`src/cpu_macros.svh`:
```
`ifndef CPU_MACROS_SVH
`define CPU_MACROS_SVH

// internal operation codes carried in oper_t
`define OP_ALU      5'd0
`define OP_ADDIU    5'd1
`define OP_LW       5'd2
`define OP_LL       5'd3
`define OP_SW       5'd4
`define OP_SC       5'd5
`define OP_BEQ      5'd6
`define OP_J        5'd7
`define OP_JR       5'd8
`define OP_MOVZ     5'd9
`define OP_MUL      5'd10
`define OP_SSNOP    5'd11
`define OP_MFC0     5'd12
`define OP_MTC0     5'd13
`define OP_ERET     5'd14

// major opcodes, bits 31:26
`define OPC_SPECIAL  6'h00
`define OPC_SPECIAL2 6'h1c
`define OPC_COP0     6'h10
`define OPC_ADDIU    6'h09
`define OPC_LW       6'h23
`define OPC_LL       6'h30
`define OPC_SW       6'h2b
`define OPC_SC       6'h38
`define OPC_BEQ      6'h04
`define OPC_J        6'h02

// function codes, bits 5:0
`define FN_ADDU     6'h21
`define FN_SUBU     6'h23
`define FN_OR       6'h25
`define FN_JR       6'h08
`define FN_MOVZ     6'h0a
`define FN_MUL      6'h02
`define FN_ERET     6'h18

// cop0 sub-operations in the rs field
`define CP0_MF      5'b00000
`define CP0_MT      5'b00100

// sll zero, zero, 1
`define SSNOP_WORD  32'h0000_0040

`define QUEUE_DEPTH 4
`define PAGE_MASK   12'hfff
`define REG_ZERO    5'd0

`endif

```
`src/cpu_pkg.sv`:
```
package cpu_pkg;

	// instruction address as seen by fetch
	typedef logic [31:0] addr_t;

	// raw instruction word
	typedef logic [31:0] inst_t;

	// general register index
	typedef logic [4:0] reg_addr_t;

	// issue class of a decoded instruction, values are the OP_ macros
	typedef logic [4:0] oper_t;

	// queue occupancy, 0 to 4
	typedef logic [2:0] qcount_t;

endpackage

```
`src/inst_queue.sv`:
```
`timescale 1ns/1ps
`include "cpu_macros.svh"

module inst_queue (
	input  logic             clk,
	input  logic             rst_n,
	input  logic             fetch_valid,
	input  cpu_pkg::addr_t   fetch_pc,
	input  cpu_pkg::inst_t   fetch_inst,
	output logic             fetch_ready,
	input  logic             pop_one,
	input  logic             pop_two,
	output cpu_pkg::addr_t   head_pc,
	output cpu_pkg::inst_t   head_inst,
	output cpu_pkg::addr_t   next_pc,
	output cpu_pkg::inst_t   next_inst,
	output cpu_pkg::qcount_t count
);
	import cpu_pkg::*;

	addr_t      pc_mem   [`QUEUE_DEPTH];
	inst_t      inst_mem [`QUEUE_DEPTH];
	logic [1:0] wr_ptr;
	logic [1:0] rd_ptr;
	logic [1:0] rd_ptr_next;
	logic       push;
	qcount_t    pop_cnt;

	assign fetch_ready = (count < qcount_t'(`QUEUE_DEPTH));
	assign push = fetch_valid && fetch_ready;

	// two oldest entries, next is stale when count < 2
	assign rd_ptr_next = rd_ptr + 2'd1;
	assign head_pc = pc_mem[rd_ptr];
	assign head_inst = inst_mem[rd_ptr];
	assign next_pc = pc_mem[rd_ptr_next];
	assign next_inst = inst_mem[rd_ptr_next];

	always_comb begin
		if (pop_two) begin
			pop_cnt = 3'd2;
		end else if (pop_one) begin
			pop_cnt = 3'd1;
		end else begin
			pop_cnt = 3'd0;
		end
	end

	always_ff @(posedge clk) begin
		if (!rst_n) begin
			wr_ptr <= 2'd0;
			rd_ptr <= 2'd0;
			count <= 3'd0;
		end else begin
			if (push) begin
				wr_ptr <= wr_ptr + 2'd1;
			end
			// pointers wrap at the depth of four
			rd_ptr <= rd_ptr + pop_cnt[1:0];
			count <= count + qcount_t'(push) - pop_cnt;
		end
	end

	always_ff @(posedge clk) begin
		if (push) begin
			pc_mem[wr_ptr] <= fetch_pc;
			inst_mem[wr_ptr] <= fetch_inst;
		end
	end

endmodule

```
`src/inst_decoder.sv`:
```
`timescale 1ns/1ps
`include "cpu_macros.svh"

module inst_decoder (
	input  cpu_pkg::inst_t     inst,
	output cpu_pkg::oper_t     op,
	output cpu_pkg::reg_addr_t rs,
	output cpu_pkg::reg_addr_t rt,
	output logic               we,
	output cpu_pkg::reg_addr_t waddr
);
	import cpu_pkg::*;

	logic [5:0] opcode;
	logic [5:0] funct;
	reg_addr_t  field_rs;
	reg_addr_t  field_rt;
	reg_addr_t  field_rd;
	reg_addr_t  dest;

	assign opcode = inst[31:26];
	assign funct = inst[5:0];
	assign field_rs = inst[25:21];
	assign field_rt = inst[20:16];
	assign field_rd = inst[15:11];

	// rs and rt report only the registers actually read, zero otherwise
	always_comb begin
		op = `OP_ALU;
		rs = `REG_ZERO;
		rt = `REG_ZERO;
		dest = `REG_ZERO;
		if (inst == `SSNOP_WORD) begin
			op = `OP_SSNOP;
		end else begin
			case (opcode)
				`OPC_SPECIAL: begin
					if (funct == `FN_ADDU || funct == `FN_SUBU || funct == `FN_OR) begin
						rs = field_rs;
						rt = field_rt;
						dest = field_rd;
					end else if (funct == `FN_JR) begin
						op = `OP_JR;
						rs = field_rs;
					end else if (funct == `FN_MOVZ) begin
						op = `OP_MOVZ;
						rs = field_rs;
						rt = field_rt;
						dest = field_rd;
					end
				end
				`OPC_SPECIAL2: begin
					if (funct == `FN_MUL) begin
						op = `OP_MUL;
						rs = field_rs;
						rt = field_rt;
						dest = field_rd;
					end
				end
				`OPC_COP0: begin
					// eret has the co bit set, mfc0 and mtc0 use the rs field
					if (inst[25] && funct == `FN_ERET) begin
						op = `OP_ERET;
					end else if (field_rs == `CP0_MF) begin
						op = `OP_MFC0;
						dest = field_rt;
					end else if (field_rs == `CP0_MT) begin
						op = `OP_MTC0;
						rt = field_rt;
					end
				end
				`OPC_ADDIU: begin
					op = `OP_ADDIU;
					rs = field_rs;
					dest = field_rt;
				end
				`OPC_LW, `OPC_LL: begin
					op = (opcode == `OPC_LW) ? `OP_LW : `OP_LL;
					rs = field_rs;
					dest = field_rt;
				end
				`OPC_SW, `OPC_SC: begin
					op = (opcode == `OPC_SW) ? `OP_SW : `OP_SC;
					rs = field_rs;
					rt = field_rt;
					// sc writes its success flag back to rt
					dest = (opcode == `OPC_SC) ? field_rt : `REG_ZERO;
				end
				`OPC_BEQ: begin
					op = `OP_BEQ;
					rs = field_rs;
					rt = field_rt;
				end
				`OPC_J: begin
					op = `OP_J;
				end
				default: begin
					op = `OP_ALU;
				end
			endcase
		end
	end

	assign we = (dest != `REG_ZERO);
	assign waddr = dest;

endmodule

```
`src/superscalar_ctrl.sv`:
```
`timescale 1ns/1ps
`include "cpu_macros.svh"

module superscalar_ctrl (
	input  logic               rst_n,
	input  cpu_pkg::oper_t     op_a,
	input  cpu_pkg::oper_t     op_b,
	input  logic               we_a,
	input  cpu_pkg::reg_addr_t waddr_a,
	input  cpu_pkg::reg_addr_t rs_b,
	input  cpu_pkg::reg_addr_t rt_b,
	input  logic               delayslot,
	input  cpu_pkg::addr_t     pc_b,
	output logic               inst2_taken
);
	import cpu_pkg::*;

	function automatic logic is_read_mem(input oper_t op);
		return (op == `OP_LW || op == `OP_LL);
	endfunction

	function automatic logic is_write_mem(input oper_t op);
		return (op == `OP_SW || op == `OP_SC);
	endfunction

	function automatic logic is_jump(input oper_t op);
		return (op == `OP_BEQ || op == `OP_J || op == `OP_JR);
	endfunction

	function automatic logic is_privileged(input oper_t op);
		return (op == `OP_MFC0 || op == `OP_MTC0 || op == `OP_ERET);
	endfunction

	logic mem_a;
	logic mem_b;
	logic reg_related;

	assign mem_a = is_read_mem(op_a) || is_write_mem(op_a);
	assign mem_b = is_read_mem(op_b) || is_write_mem(op_b);

	// slot a result is a source of slot b, register zero never counts
	assign reg_related = we_a && (waddr_a != `REG_ZERO) &&
		(waddr_a == rs_b || waddr_a == rt_b);

	always_comb begin
		if (!rst_n) begin
			inst2_taken = 1'b0;
		end else if (op_a == `OP_SSNOP || op_b == `OP_SSNOP) begin
			inst2_taken = 1'b0;
		end else if (op_b == `OP_MOVZ && reg_related) begin
			// movz needs its operands at decode, a's result is too late
			inst2_taken = 1'b0;
		end else if (is_jump(op_b) || is_jump(op_a)) begin
			// branches live in pipe a and their delay slot issues alone
			inst2_taken = 1'b0;
		end else if (delayslot) begin
			inst2_taken = 1'b0;
		end else if (mem_a && mem_b) begin
			// one memory port
			inst2_taken = 1'b0;
		end else if ((is_read_mem(op_a) || op_a == `OP_SC) && reg_related) begin
			inst2_taken = 1'b0;
		end else if (is_privileged(op_a) || is_privileged(op_b)) begin
			// cp0 is reachable from pipe a only
			inst2_taken = 1'b0;
		end else if (op_a == `OP_MUL && reg_related) begin
			// mul result takes two cycles
			inst2_taken = 1'b0;
		end else if ((pc_b[11:0] & `PAGE_MASK) == 12'd0) begin
			// b may sit in another page than a
			inst2_taken = 1'b0;
		end else begin
			inst2_taken = 1'b1;
		end
	end

endmodule

```
`src/issue_latch.sv`:
```
`timescale 1ns/1ps
`include "cpu_macros.svh"

module issue_latch (
	input  logic             clk,
	input  logic             rst_n,
	input  cpu_pkg::qcount_t count,
	input  logic             inst2_taken,
	input  cpu_pkg::oper_t   op_a,
	input  logic             issue_ready,
	input  cpu_pkg::addr_t   head_pc,
	input  cpu_pkg::addr_t   next_pc,
	input  cpu_pkg::inst_t   head_inst,
	input  cpu_pkg::inst_t   next_inst,
	output logic             pop_one,
	output logic             pop_two,
	output logic             delayslot,
	output logic             a_valid,
	output cpu_pkg::addr_t   a_pc,
	output cpu_pkg::inst_t   a_inst,
	output logic             a_delayslot,
	output logic             b_valid,
	output cpu_pkg::addr_t   b_pc,
	output cpu_pkg::inst_t   b_inst
);
	logic issue;

	assign issue = issue_ready && (count != 3'd0);
	assign pop_two = issue && inst2_taken && (count >= 3'd2);
	assign pop_one = issue && !pop_two;

	always_ff @(posedge clk) begin
		if (!rst_n) begin
			a_valid <= 1'b0;
			b_valid <= 1'b0;
			a_delayslot <= 1'b0;
			delayslot <= 1'b0;
		end else if (issue_ready) begin
			a_valid <= issue;
			b_valid <= pop_two;
			if (issue) begin
				a_delayslot <= delayslot;
				// a branch in pipe a makes the next popped instruction its delay slot
				delayslot <= (op_a == `OP_BEQ || op_a == `OP_J || op_a == `OP_JR);
			end
		end
	end

	always_ff @(posedge clk) begin
		if (issue) begin
			a_pc <= head_pc;
			a_inst <= head_inst;
		end
		if (pop_two) begin
			b_pc <= next_pc;
			b_inst <= next_inst;
		end
	end

endmodule

```
`src/dual_issue.sv`:
```
`timescale 1ns/1ps

module dual_issue (
	input  logic           clk,
	input  logic           rst_n,
	input  logic           fetch_valid,
	input  cpu_pkg::addr_t fetch_pc,
	input  cpu_pkg::inst_t fetch_inst,
	output logic           fetch_ready,
	input  logic           issue_ready,
	output logic           a_valid,
	output cpu_pkg::addr_t a_pc,
	output cpu_pkg::inst_t a_inst,
	output logic           a_delayslot,
	output logic           b_valid,
	output cpu_pkg::addr_t b_pc,
	output cpu_pkg::inst_t b_inst
);
	import cpu_pkg::*;

	addr_t     head_pc;
	addr_t     next_pc;
	inst_t     head_inst;
	inst_t     next_inst;
	qcount_t   count;
	logic      pop_one;
	logic      pop_two;
	oper_t     op_a;
	oper_t     op_b;
	logic      we_a;
	reg_addr_t waddr_a;
	reg_addr_t rs_b;
	reg_addr_t rt_b;
	logic      delayslot;
	logic      inst2_taken;

	inst_queue queue_i (
		.clk(clk), .rst_n(rst_n),
		.fetch_valid(fetch_valid), .fetch_pc(fetch_pc),
		.fetch_inst(fetch_inst), .fetch_ready(fetch_ready),
		.pop_one(pop_one), .pop_two(pop_two),
		.head_pc(head_pc), .head_inst(head_inst),
		.next_pc(next_pc), .next_inst(next_inst),
		.count(count)
	);

	// pairing looks only at slot a's write and slot b's reads
	inst_decoder dec_a_i (
		.inst(head_inst), .op(op_a), .rs(), .rt(), .we(we_a), .waddr(waddr_a)
	);

	inst_decoder dec_b_i (
		.inst(next_inst), .op(op_b), .rs(rs_b), .rt(rt_b), .we(), .waddr()
	);

	superscalar_ctrl ctrl_i (
		.rst_n(rst_n), .op_a(op_a), .op_b(op_b),
		.we_a(we_a), .waddr_a(waddr_a), .rs_b(rs_b), .rt_b(rt_b),
		.delayslot(delayslot), .pc_b(next_pc), .inst2_taken(inst2_taken)
	);

	issue_latch latch_i (
		.clk(clk), .rst_n(rst_n), .count(count),
		.inst2_taken(inst2_taken), .op_a(op_a), .issue_ready(issue_ready),
		.head_pc(head_pc), .next_pc(next_pc),
		.head_inst(head_inst), .next_inst(next_inst),
		.pop_one(pop_one), .pop_two(pop_two), .delayslot(delayslot),
		.a_valid(a_valid), .a_pc(a_pc), .a_inst(a_inst), .a_delayslot(a_delayslot),
		.b_valid(b_valid), .b_pc(b_pc), .b_inst(b_inst)
	);

endmodule

```
`config.mk`:
```
export PLATFORM = sky130hd
export DESIGN_NAME = dual_issue
export DESIGN_NICKNAME = d
export VERILOG_FILES = /design/src/cpu_pkg.sv /design/src/inst_queue.sv /design/src/inst_decoder.sv /design/src/superscalar_ctrl.sv /design/src/issue_latch.sv /design/src/dual_issue.sv
export VERILOG_INCLUDE_DIRS = /design/src
export SDC_FILE = /design/constraint.sdc
export NUM_CORES = 1
export LEC_CHECK = 0
export ABC_AREA = 1
export BUFFER_PORTS_ARGS = -buffer_cell sky130_fd_sc_hd__buf_2
export CAP_MARGIN = 5
export CORE_ASPECT_RATIO = 1.5
export CORE_UTILIZATION = 50
export CTS_CLUSTER_DIAMETER = 30
export CTS_CLUSTER_SIZE = 16
export DETAILED_ROUTE_END_ITERATION = 8
export GPL_ROUTABILITY_DRIVEN = 0
export PLACE_DENSITY_LB_ADDON = 0.1
export SETUP_SLACK_MARGIN = 0.02
export SLEW_MARGIN = 20
export SYNTH_ARGS = -nofsm -noshare
export SYNTH_HDL_FRONTEND = slang
export SYNTH_SLANG_ARGS = --single-unit
```
`constraint.sdc`:
```
create_clock -name clk -period 9.7 [get_ports clk]
set_input_delay 2.425 -clock clk [delete_from_list [all_inputs] [get_ports clk]]
set_output_delay 2.425 -clock clk [all_outputs]
set_load 0.02 [all_outputs]
```
==> impl_results.md, run 1 <==
* Status: finished clean
* Tmin final at ~5.8 ns
* Root buffer cell: clkbuf_16
* Die footprint at 0.0367 mm^2
* Internal at between 3 and 4 mW
* I/O pin count at 200
* Seq/Total Area, Yosys at around two thirds
* Core area at about 0.035 mm^2
* Leak at 8.67 nW
* First-pass GRT wire length at roughly 70,000 um
* Syn_nets at about 1,900
* Total CTS buffers at 55
* Worst EP arrival at between 6 and 7 ns
* Critical path capture point type: flop
* Area Growth Syn to Fin at 17.7%
* WP data required at approximately 10 ns
* Initial antenna violation count at 4
* Max Slew Vio Count at 0
* Post-cts resize count at 0
* Number of global-route vias before repair at ~13,000
* Yosys reg bits at 395
* Post-synthesis compound-gate area fraction at 7.98%
* Tcrit/Tclk final at 59.9%
* Layout Skew at 0.0108 ns
* CP Max Fanout at about 110
* Residual DRC at 0
* Port bufs at 199
* Post-synthesis adder-cell area fraction at less than 1%
* Initial core utilization at between 50 and 60%
* FP Rows at 84
* Clk sinks at 395
* Post-synth EDFFs at ~380
* FFs w/ async S/R, synth at 0%
* DRT antenna net count at 0
* CTS tree: done
* H-tree lvl count at 2
* Skew-Pair Late Insertion Delay at approximately 0.57 ns
* Fmax at 0.172 GHz
* Vias/cell at 5.39
* Worst relative slew slack at ~28%
* Comb power frac at 31.1%
* Switching part of the total at 37.7%
* Wire per inst at between 15 and 20 um
* Worst vdd ir at 0.169 mV
* Layout cell share with drive strength beyond 1 at a little under a fifth
* Deepest clock path buffer count at 3
* DR vias at between 10,000 and 15,000
* Ys Warns at 0
* Syn Inst Count at 1,775
* CP Cell Sequence: inv_6 -> nand2_4 -> nand2_2 -> nand2_1 -> nand2_2 -> nor2_2 -> nand3_1 -> inv_1 -> nor2_1 -> nand2_1 -> nand2_1 -> nor2_1 -> nand2_1 -> nand2_1 -> nor2_1 -> nand3_1 -> nand2_1 -> nand2_1 -> nand2_4 -> inv_2 -> buf_4
* Clock network fraction of design power at 31.7%
* Max-cap violations at 0
* Total gr overflow at 0
* Post-synth top flop: edfxtp_1
* Final nets at a little over 2,000
* Synth Area in XOR/XNOR at less than 1%
* CTS Hold Bufs at 0
* Least-Margin Pin Slew at roughly 1.1 ns
* Setup-failing EPs final at 0
* Final Hold Vio Count at 0
* Reg power frac at 37.1%
* CP dominant cell by count: nand2_1
* Unrepaired setup endpoints after global routing: no
* Post-synthesis mux area share at 0%
* CP max-delay cell: dfxtp_4
* Hold WC Path Type: reg2reg
* CP Buf/Inv Count at 4
* Setup TNS at 0 ns
* Syn Area/Cell at ~10 um^2
* Net switching power at between 2 and 2.5 mW
* Final Total Pwr at around 6.4 mW
* Fin Hold WS at 0.480 ns
* Crit Path Category: reg2reg
* Largest net degree at the start of global routing at around 110
* Die Ht at 234 um
* CP delay by family, top: simple AND/OR/NAND/NOR gates
* Crit path launch type: flop
* Drt pass-1 iters at 6
* Max incr delay on CP at about 0.85 ns
* Reg clk slew, reported paths at around 0.05 ns
* Final WL at between 40,000 and 50,000 um
* GRT Util Overall at about a quarter
* Cell variety after synth at 42
* Half-perimeter wire length after placement at 30,000 um
* Largest family of logic cells by synthesized area: simple AND/OR/NAND/NOR gates
* Postcts setup bufs at 0
* Simple-gate portion of the synthesized area at 20.4%
* Synthesized area at 0.0180 mm^2
* Pwr Density at just over 300 mW/mm^2
* Detailed Route Iter0 Violations at approximately 910
* Die X at roughly 160 um
synth_stat cells (18+ instances only):
| cell type | number | share of area, % |
|---|---|---|
| nand2_1 | 509 | 11 |
| edfxtp_1 | 384 | 64 |
| nor2_1 | 181 | 3.8 |
| o21ai_0 | 130 | 3.6 |
| inv_1 | 124 | 2.6 |
| nand3_1 | 108 | 3.0 |
| a21oi_1 | 105 | 2.9 |
| clkbuf_1 | 30 | 0.63 |
| nand2_2 | 22 | 0.77 |
| buf_2 | 18 | 0.50 |
| nand4_1 | 18 | 0.63 |
| o21ai_1 | 18 | 0.50 |
sequential cells by signal (all words and copies together), names as in the netlist:
register,cells
latch_i.b_valid,1
latch_i.a_valid,1
latch_i.b_pc,32
queue_i.pc_mem,128
latch_i.b_inst,32
queue_i.inst_mem,128
latch_i.delayslot,1
queue_i.count,3
latch_i.a_inst,32
queue_i.wr_ptr,2
queue_i.rd_ptr,2
latch_i.a_delayslot,1
latch_i.a_pc,32
cell type report:
type                       instances  area [um^2]
antenna                            3         7.51
timing repair buffer             213         1100
clock buffer                      60         1440
fill                            2915        14100
inverter                         134          510
sequential                       395        11800
multi-input combinational       1164         5260
clock inverter                    41          483
tap                              473          592
cell usage in the layout, fill, tap and decap left out, types with 7 or more instances in the layout:
cell,synthesis,layout
nand3_1,108,108
buf_4,7,14
nand2_1,509,508
nor2_4,3,8
a21oi_1,105,104
nor2_1,181,176
buf_2,18,199
edfxtp_1,384,384
nand2_2,22,23
o21ai_0,130,130
nor2_2,10,10
clkbuf_16,0,57
o22ai_1,15,15
dfxtp_1,11,9
inv_6,1,7
nor3_1,11,11
nand4_1,18,18
inv_1,124,123
clkinv_4,0,11
inv_2,8,9
o21ai_1,18,18
through the flow:
step           worst slack (ns)  cell area, um^2  instances  utilization [%]
2_1_floorplan              1.13            18000       1775                -
3_3_place_gp               4.04            19200       2379             54.6
3_5_place_dp               3.92            19200       2379             54.6
4_1_cts                    3.90            21100       2480             60.1
5_1_grt                    3.29            21100       2480             60.1
6_report                   3.89            21200       2483             60.1
metal layers:
| layer | vias to the layer above | wire length [um] | global-route usage, % |
|---|---|---|---|
| met5 | - | 44 | 0 |
| met4 | 6 | 2260 | 14.0 |
| met3 | 136 | 3110 | 5.41 |
| met2 | 466 | 24000 | 46.2 |
| met1 | 6349 | 17000 | 28.5 |
| li1 | 6438 | - | - |
path summary, 6_finish.rpt:
path	start	endpoint	slack (ns)	depth (start not counted)
worst max-delay path	queue_i.rd_ptr[0]	latch_i.b_pc[0]	3.89	21
worst min-delay path	queue_i.count[2]	queue_i.count[2]	0.48	1
worst max register to register	queue_i.rd_ptr[0]	latch_i.b_pc[0]	3.89	21
worst min register to register	queue_i.count[2]	queue_i.count[2]	0.48	1
power groups by stage:
stage	logic (mW)	clock network (mW)	registers, mW
floorplan	1.28	0	2.53
finish	1.99	2.03	2.37
global placement	1.96	0	2.40
global route	2.20	2.12	2.40
CTS	1.99	2.06	2.38
detailed placement	1.98	0	2.41
cells by family (layout without fill, tap and decap cells):
kind of cell             Yosys count  after routing
AND/OR/NAND/NOR                  878            878
flip-flops                       395            395
AO/OA/AOI/OAI                    277            277
buffers and inverters            216            448
adder cells (fa/ha/maj)            7              7
XOR/XNOR                           2              2
other                              0              3
(Power assumes the default switching activity.)
==> inputs of run 2 (changes only) <==
clock period = 5.14 ns   (was 9.7 ns; I/O delays follow)
==> run 2 against run 1 <==
  * Final area about the same
  * Die area unchanged
  * Register-to-register slack worse by 3.2 ns
  * Global-route usage down 0.41 points
  * Clock skew up 0.014 ns
  * Flip-flop and latch count unchanged
  * Sequential share of layout area about the same
  * Via count up 0.20%
  * Critical path type unchanged
  * Largest cell class unchanged
==> impl_results.md, run 2 (synthesized netlist as in run 1, its figures left out) <==
* Area Growth Syn to Fin at 17.8%
* CP Max Fanout at 67
* H-tree lvl count at 2
* DR vias at between 10,000 and 15,000
* Post-cts resize count at 0
* Crit Path Category: reg2reg
* Worst vdd ir at 0.301 mV
* Die footprint at approximately 0.037 mm^2
* Worst relative slew slack at roughly 30%
* CP Cell Sequence: inv_6 -> buf_4 -> nand2_1 -> nand2_1 -> nand2_1 -> nand2_1 -> inv_1 -> nor4_1 -> nand4_1 -> nand2_1 -> nand2_1 -> nand2_1 -> nand2_1 -> nand3_1 -> nor2_2 -> nand2_4 -> nand3_1 -> nand2_1 -> ha_1 -> inv_1 -> fa_1 -> xor2_1 -> o21ai_0 -> a21oi_1
* CP dominant cell by count: nand2_1
* Worst-case setup slack after placement at ~0.83 ns
* Wire per inst at between 15 and 20 um
* Initial antenna violation count at 6
* Number of global-route vias before repair at roughly 13,000
* Worst EP arrival at just under 5 ns
* FP Rows at between 80 and 90
* Die Ht at ~230 um
* Setup-failing EPs final at 0
* CP max-delay cell: nor4_1
* Layout cell share with drive strength beyond 1 at 18.8%
* Vias/cell at 5.39
* Reg clk slew, reported paths at 0.06 ns
* Final WL at approximately 46,000 um
* Wl on met1 at roughly 17,000 um
* Fillers at approximately 2,900
* Half-perimeter wire length after placement at around 30,000 um
* Critical path capture point type: flop
* Setup TNS at 0 ns
* GRT Util Overall at around 25%
* Deepest clock path buffer count at 3
* Total CTS buffers at 54
* Final Hold Vio Count at 0
* Most frequent cells in the layout: nand2_1 (508), edfxtp_1 (384), buf_2 (199)
* Total gr overflow at 0
* I/O pin count at 200
* Least-Margin Pin Slew at roughly 1.1 ns
* Leak at between 8 and 9 nW
* R2R setup slack at around 0.7 ns
* CP delay by family, top: simple AND/OR/NAND/NOR gates
* Largest net degree at the start of global routing at between 70 and 80
* Detailed Route Iter0 Violations at 955
* Port bufs at between 150 and 200
* Die X at around 160 um
* Drt pass-1 iters at 5
* Met3 WL at ~3300 um
* Routed met2 length at between 20,000 and 25,000 um
* Unrepaired setup endpoints after global routing: no
* Postcts setup bufs at 0
* Clk sinks at about 400
* DRT antenna net count at 0
* Tmin final at 4.44 ns
* WP data required at 5.60 ns
* Layout Skew at between 0.02 and 0.025 ns
* Hold WC Path Type: reg2reg
* Regs by FF count: queue_i.inst_mem (128), queue_i.pc_mem (128)
* Fmax at about 0.23 GHz
* Max-cap violations at 0
* Worst setup margin at 0.698 ns
* CTS tree: done
* Final nets at 2,049
* CP Buf/Inv Count at 4
* DR top layer: met5
* Max Slew Vio Count at 0
* Tcrit/Tclk final at approximately 86%
* Root buffer cell: clkbuf_16
* Pwr Density at ~570 mW/mm^2
* Max incr delay on CP at 0.67 ns
* Most common cell after layout, fill and taps aside: nand2_1
* Core area at between 0.03 and 0.04 mm^2
* Skew-Pair Late Insertion Delay at 0.58 ns
* Initial core utilization at approximately half
* First-pass GRT wire length at 69,700 um
* CTS Hold Bufs at 0
* Crit path launch type: flop
* Residual DRC at 0
* Status: finished clean
run 2: cell count changes in the layout (fill, tap and decap cells not counted), moves of 2 or more:
cell / previous run / this run
buf_12: 0 / 2
buf_4: 14 / 24
clkbuf_1: 3 / 6
clkbuf_16: 57 / 55
clkinv_2: 2 / 6
clkinv_4: 11 / 3
clkinv_8: 4 / 1
clkinvlp_4: 6 / 11
diode_2: 3 / 1
run 2: metrics by stage:
step / instances / utilization (%) / total power [mW] / cell area (um^2) / hold WS (ns)
floorplan: 1775 / - / 7.17 / 18000 / 0.444
global placement: 2391 / 54.9 / 8.28 / 19300 / 0.472
detailed placement: 2391 / 54.9 / 8.31 / 19300 / 0.485
CTS: 2490 / 60.1 / 12.0 / 21200 / 0.497
global route: 2490 / 60.1 / 12.6 / 21200 / 0.525
finish: 2491 / 60.1 / 12.0 / 21200 / 0.492
run 2: layout make-up:
type / instances / area [um^2] / area share, %
inverters: 134 / 510 / 2.41
clock buffers: 61 / 1400 / 6.61
well taps: 473 / 592 / 2.80
flip-flops and latches: 395 / 11800 / 55.6
diodes: 1 / 2.50 / 0.0118
multi-input cells: 1164 / 5260 / 24.9
repair buffers: 225 / 1220 / 5.75
clock inverters: 38 / 422 / 1.99
run 2: layer usage:
layer / track usage (%) / vias to the layer above
li1: - / 6435
met1: 28.3 / 6331
met2: 44.8 / 506
met3: 5.91 / 142
met4: 13.5 / 8
met5: 0 / -
run 2: worst paths after layout:
| kind | cells after the start | end | startpoint |
|---|---|---|---|
| hold / removal | 1 | queue_i.count[2] | queue_i.count[2] |
| setup / recovery | 24 | queue_i.count[2] | queue_i.rd_ptr[0] |
| hold reg to reg | 1 | queue_i.count[2] | queue_i.count[2] |
| setup reg to reg | 24 | queue_i.count[2] | queue_i.rd_ptr[0] |
run 2: power breakdown:
part           switching, mW  total, mW  leakage (nW)  internal, mW
combinational           2.89       3.87          4.20         0.978
sequential             0.172       4.41          3.61          4.24
clock                   1.43       3.68         0.860          2.25
total                   4.50       12.0          8.67          7.47
run 2: worst reg2reg max path: stages, from the launching register on:
cell and delay, ns:
dfxtp_4 0.37, inv_6 0.24, buf_4 0.58, nand2_1 0.14
nand2_1 0.08, nand2_1 0.05, nand2_1 0.16, inv_1 0.11
nor4_1 0.67, nand4_1 0.19, nand2_1 0.13, nand2_1 0.06
nand2_1 0.06, nand2_1 0.04, nand3_1 0.07, nor2_2 0.07
nand2_4 0.14, nand3_1 0.11, nand2_1 0.12, ha_1 0.14
inv_1 0.05, fa_1 0.38, xor2_1 0.16, o21ai_0 0.15
a21oi_1 0.05
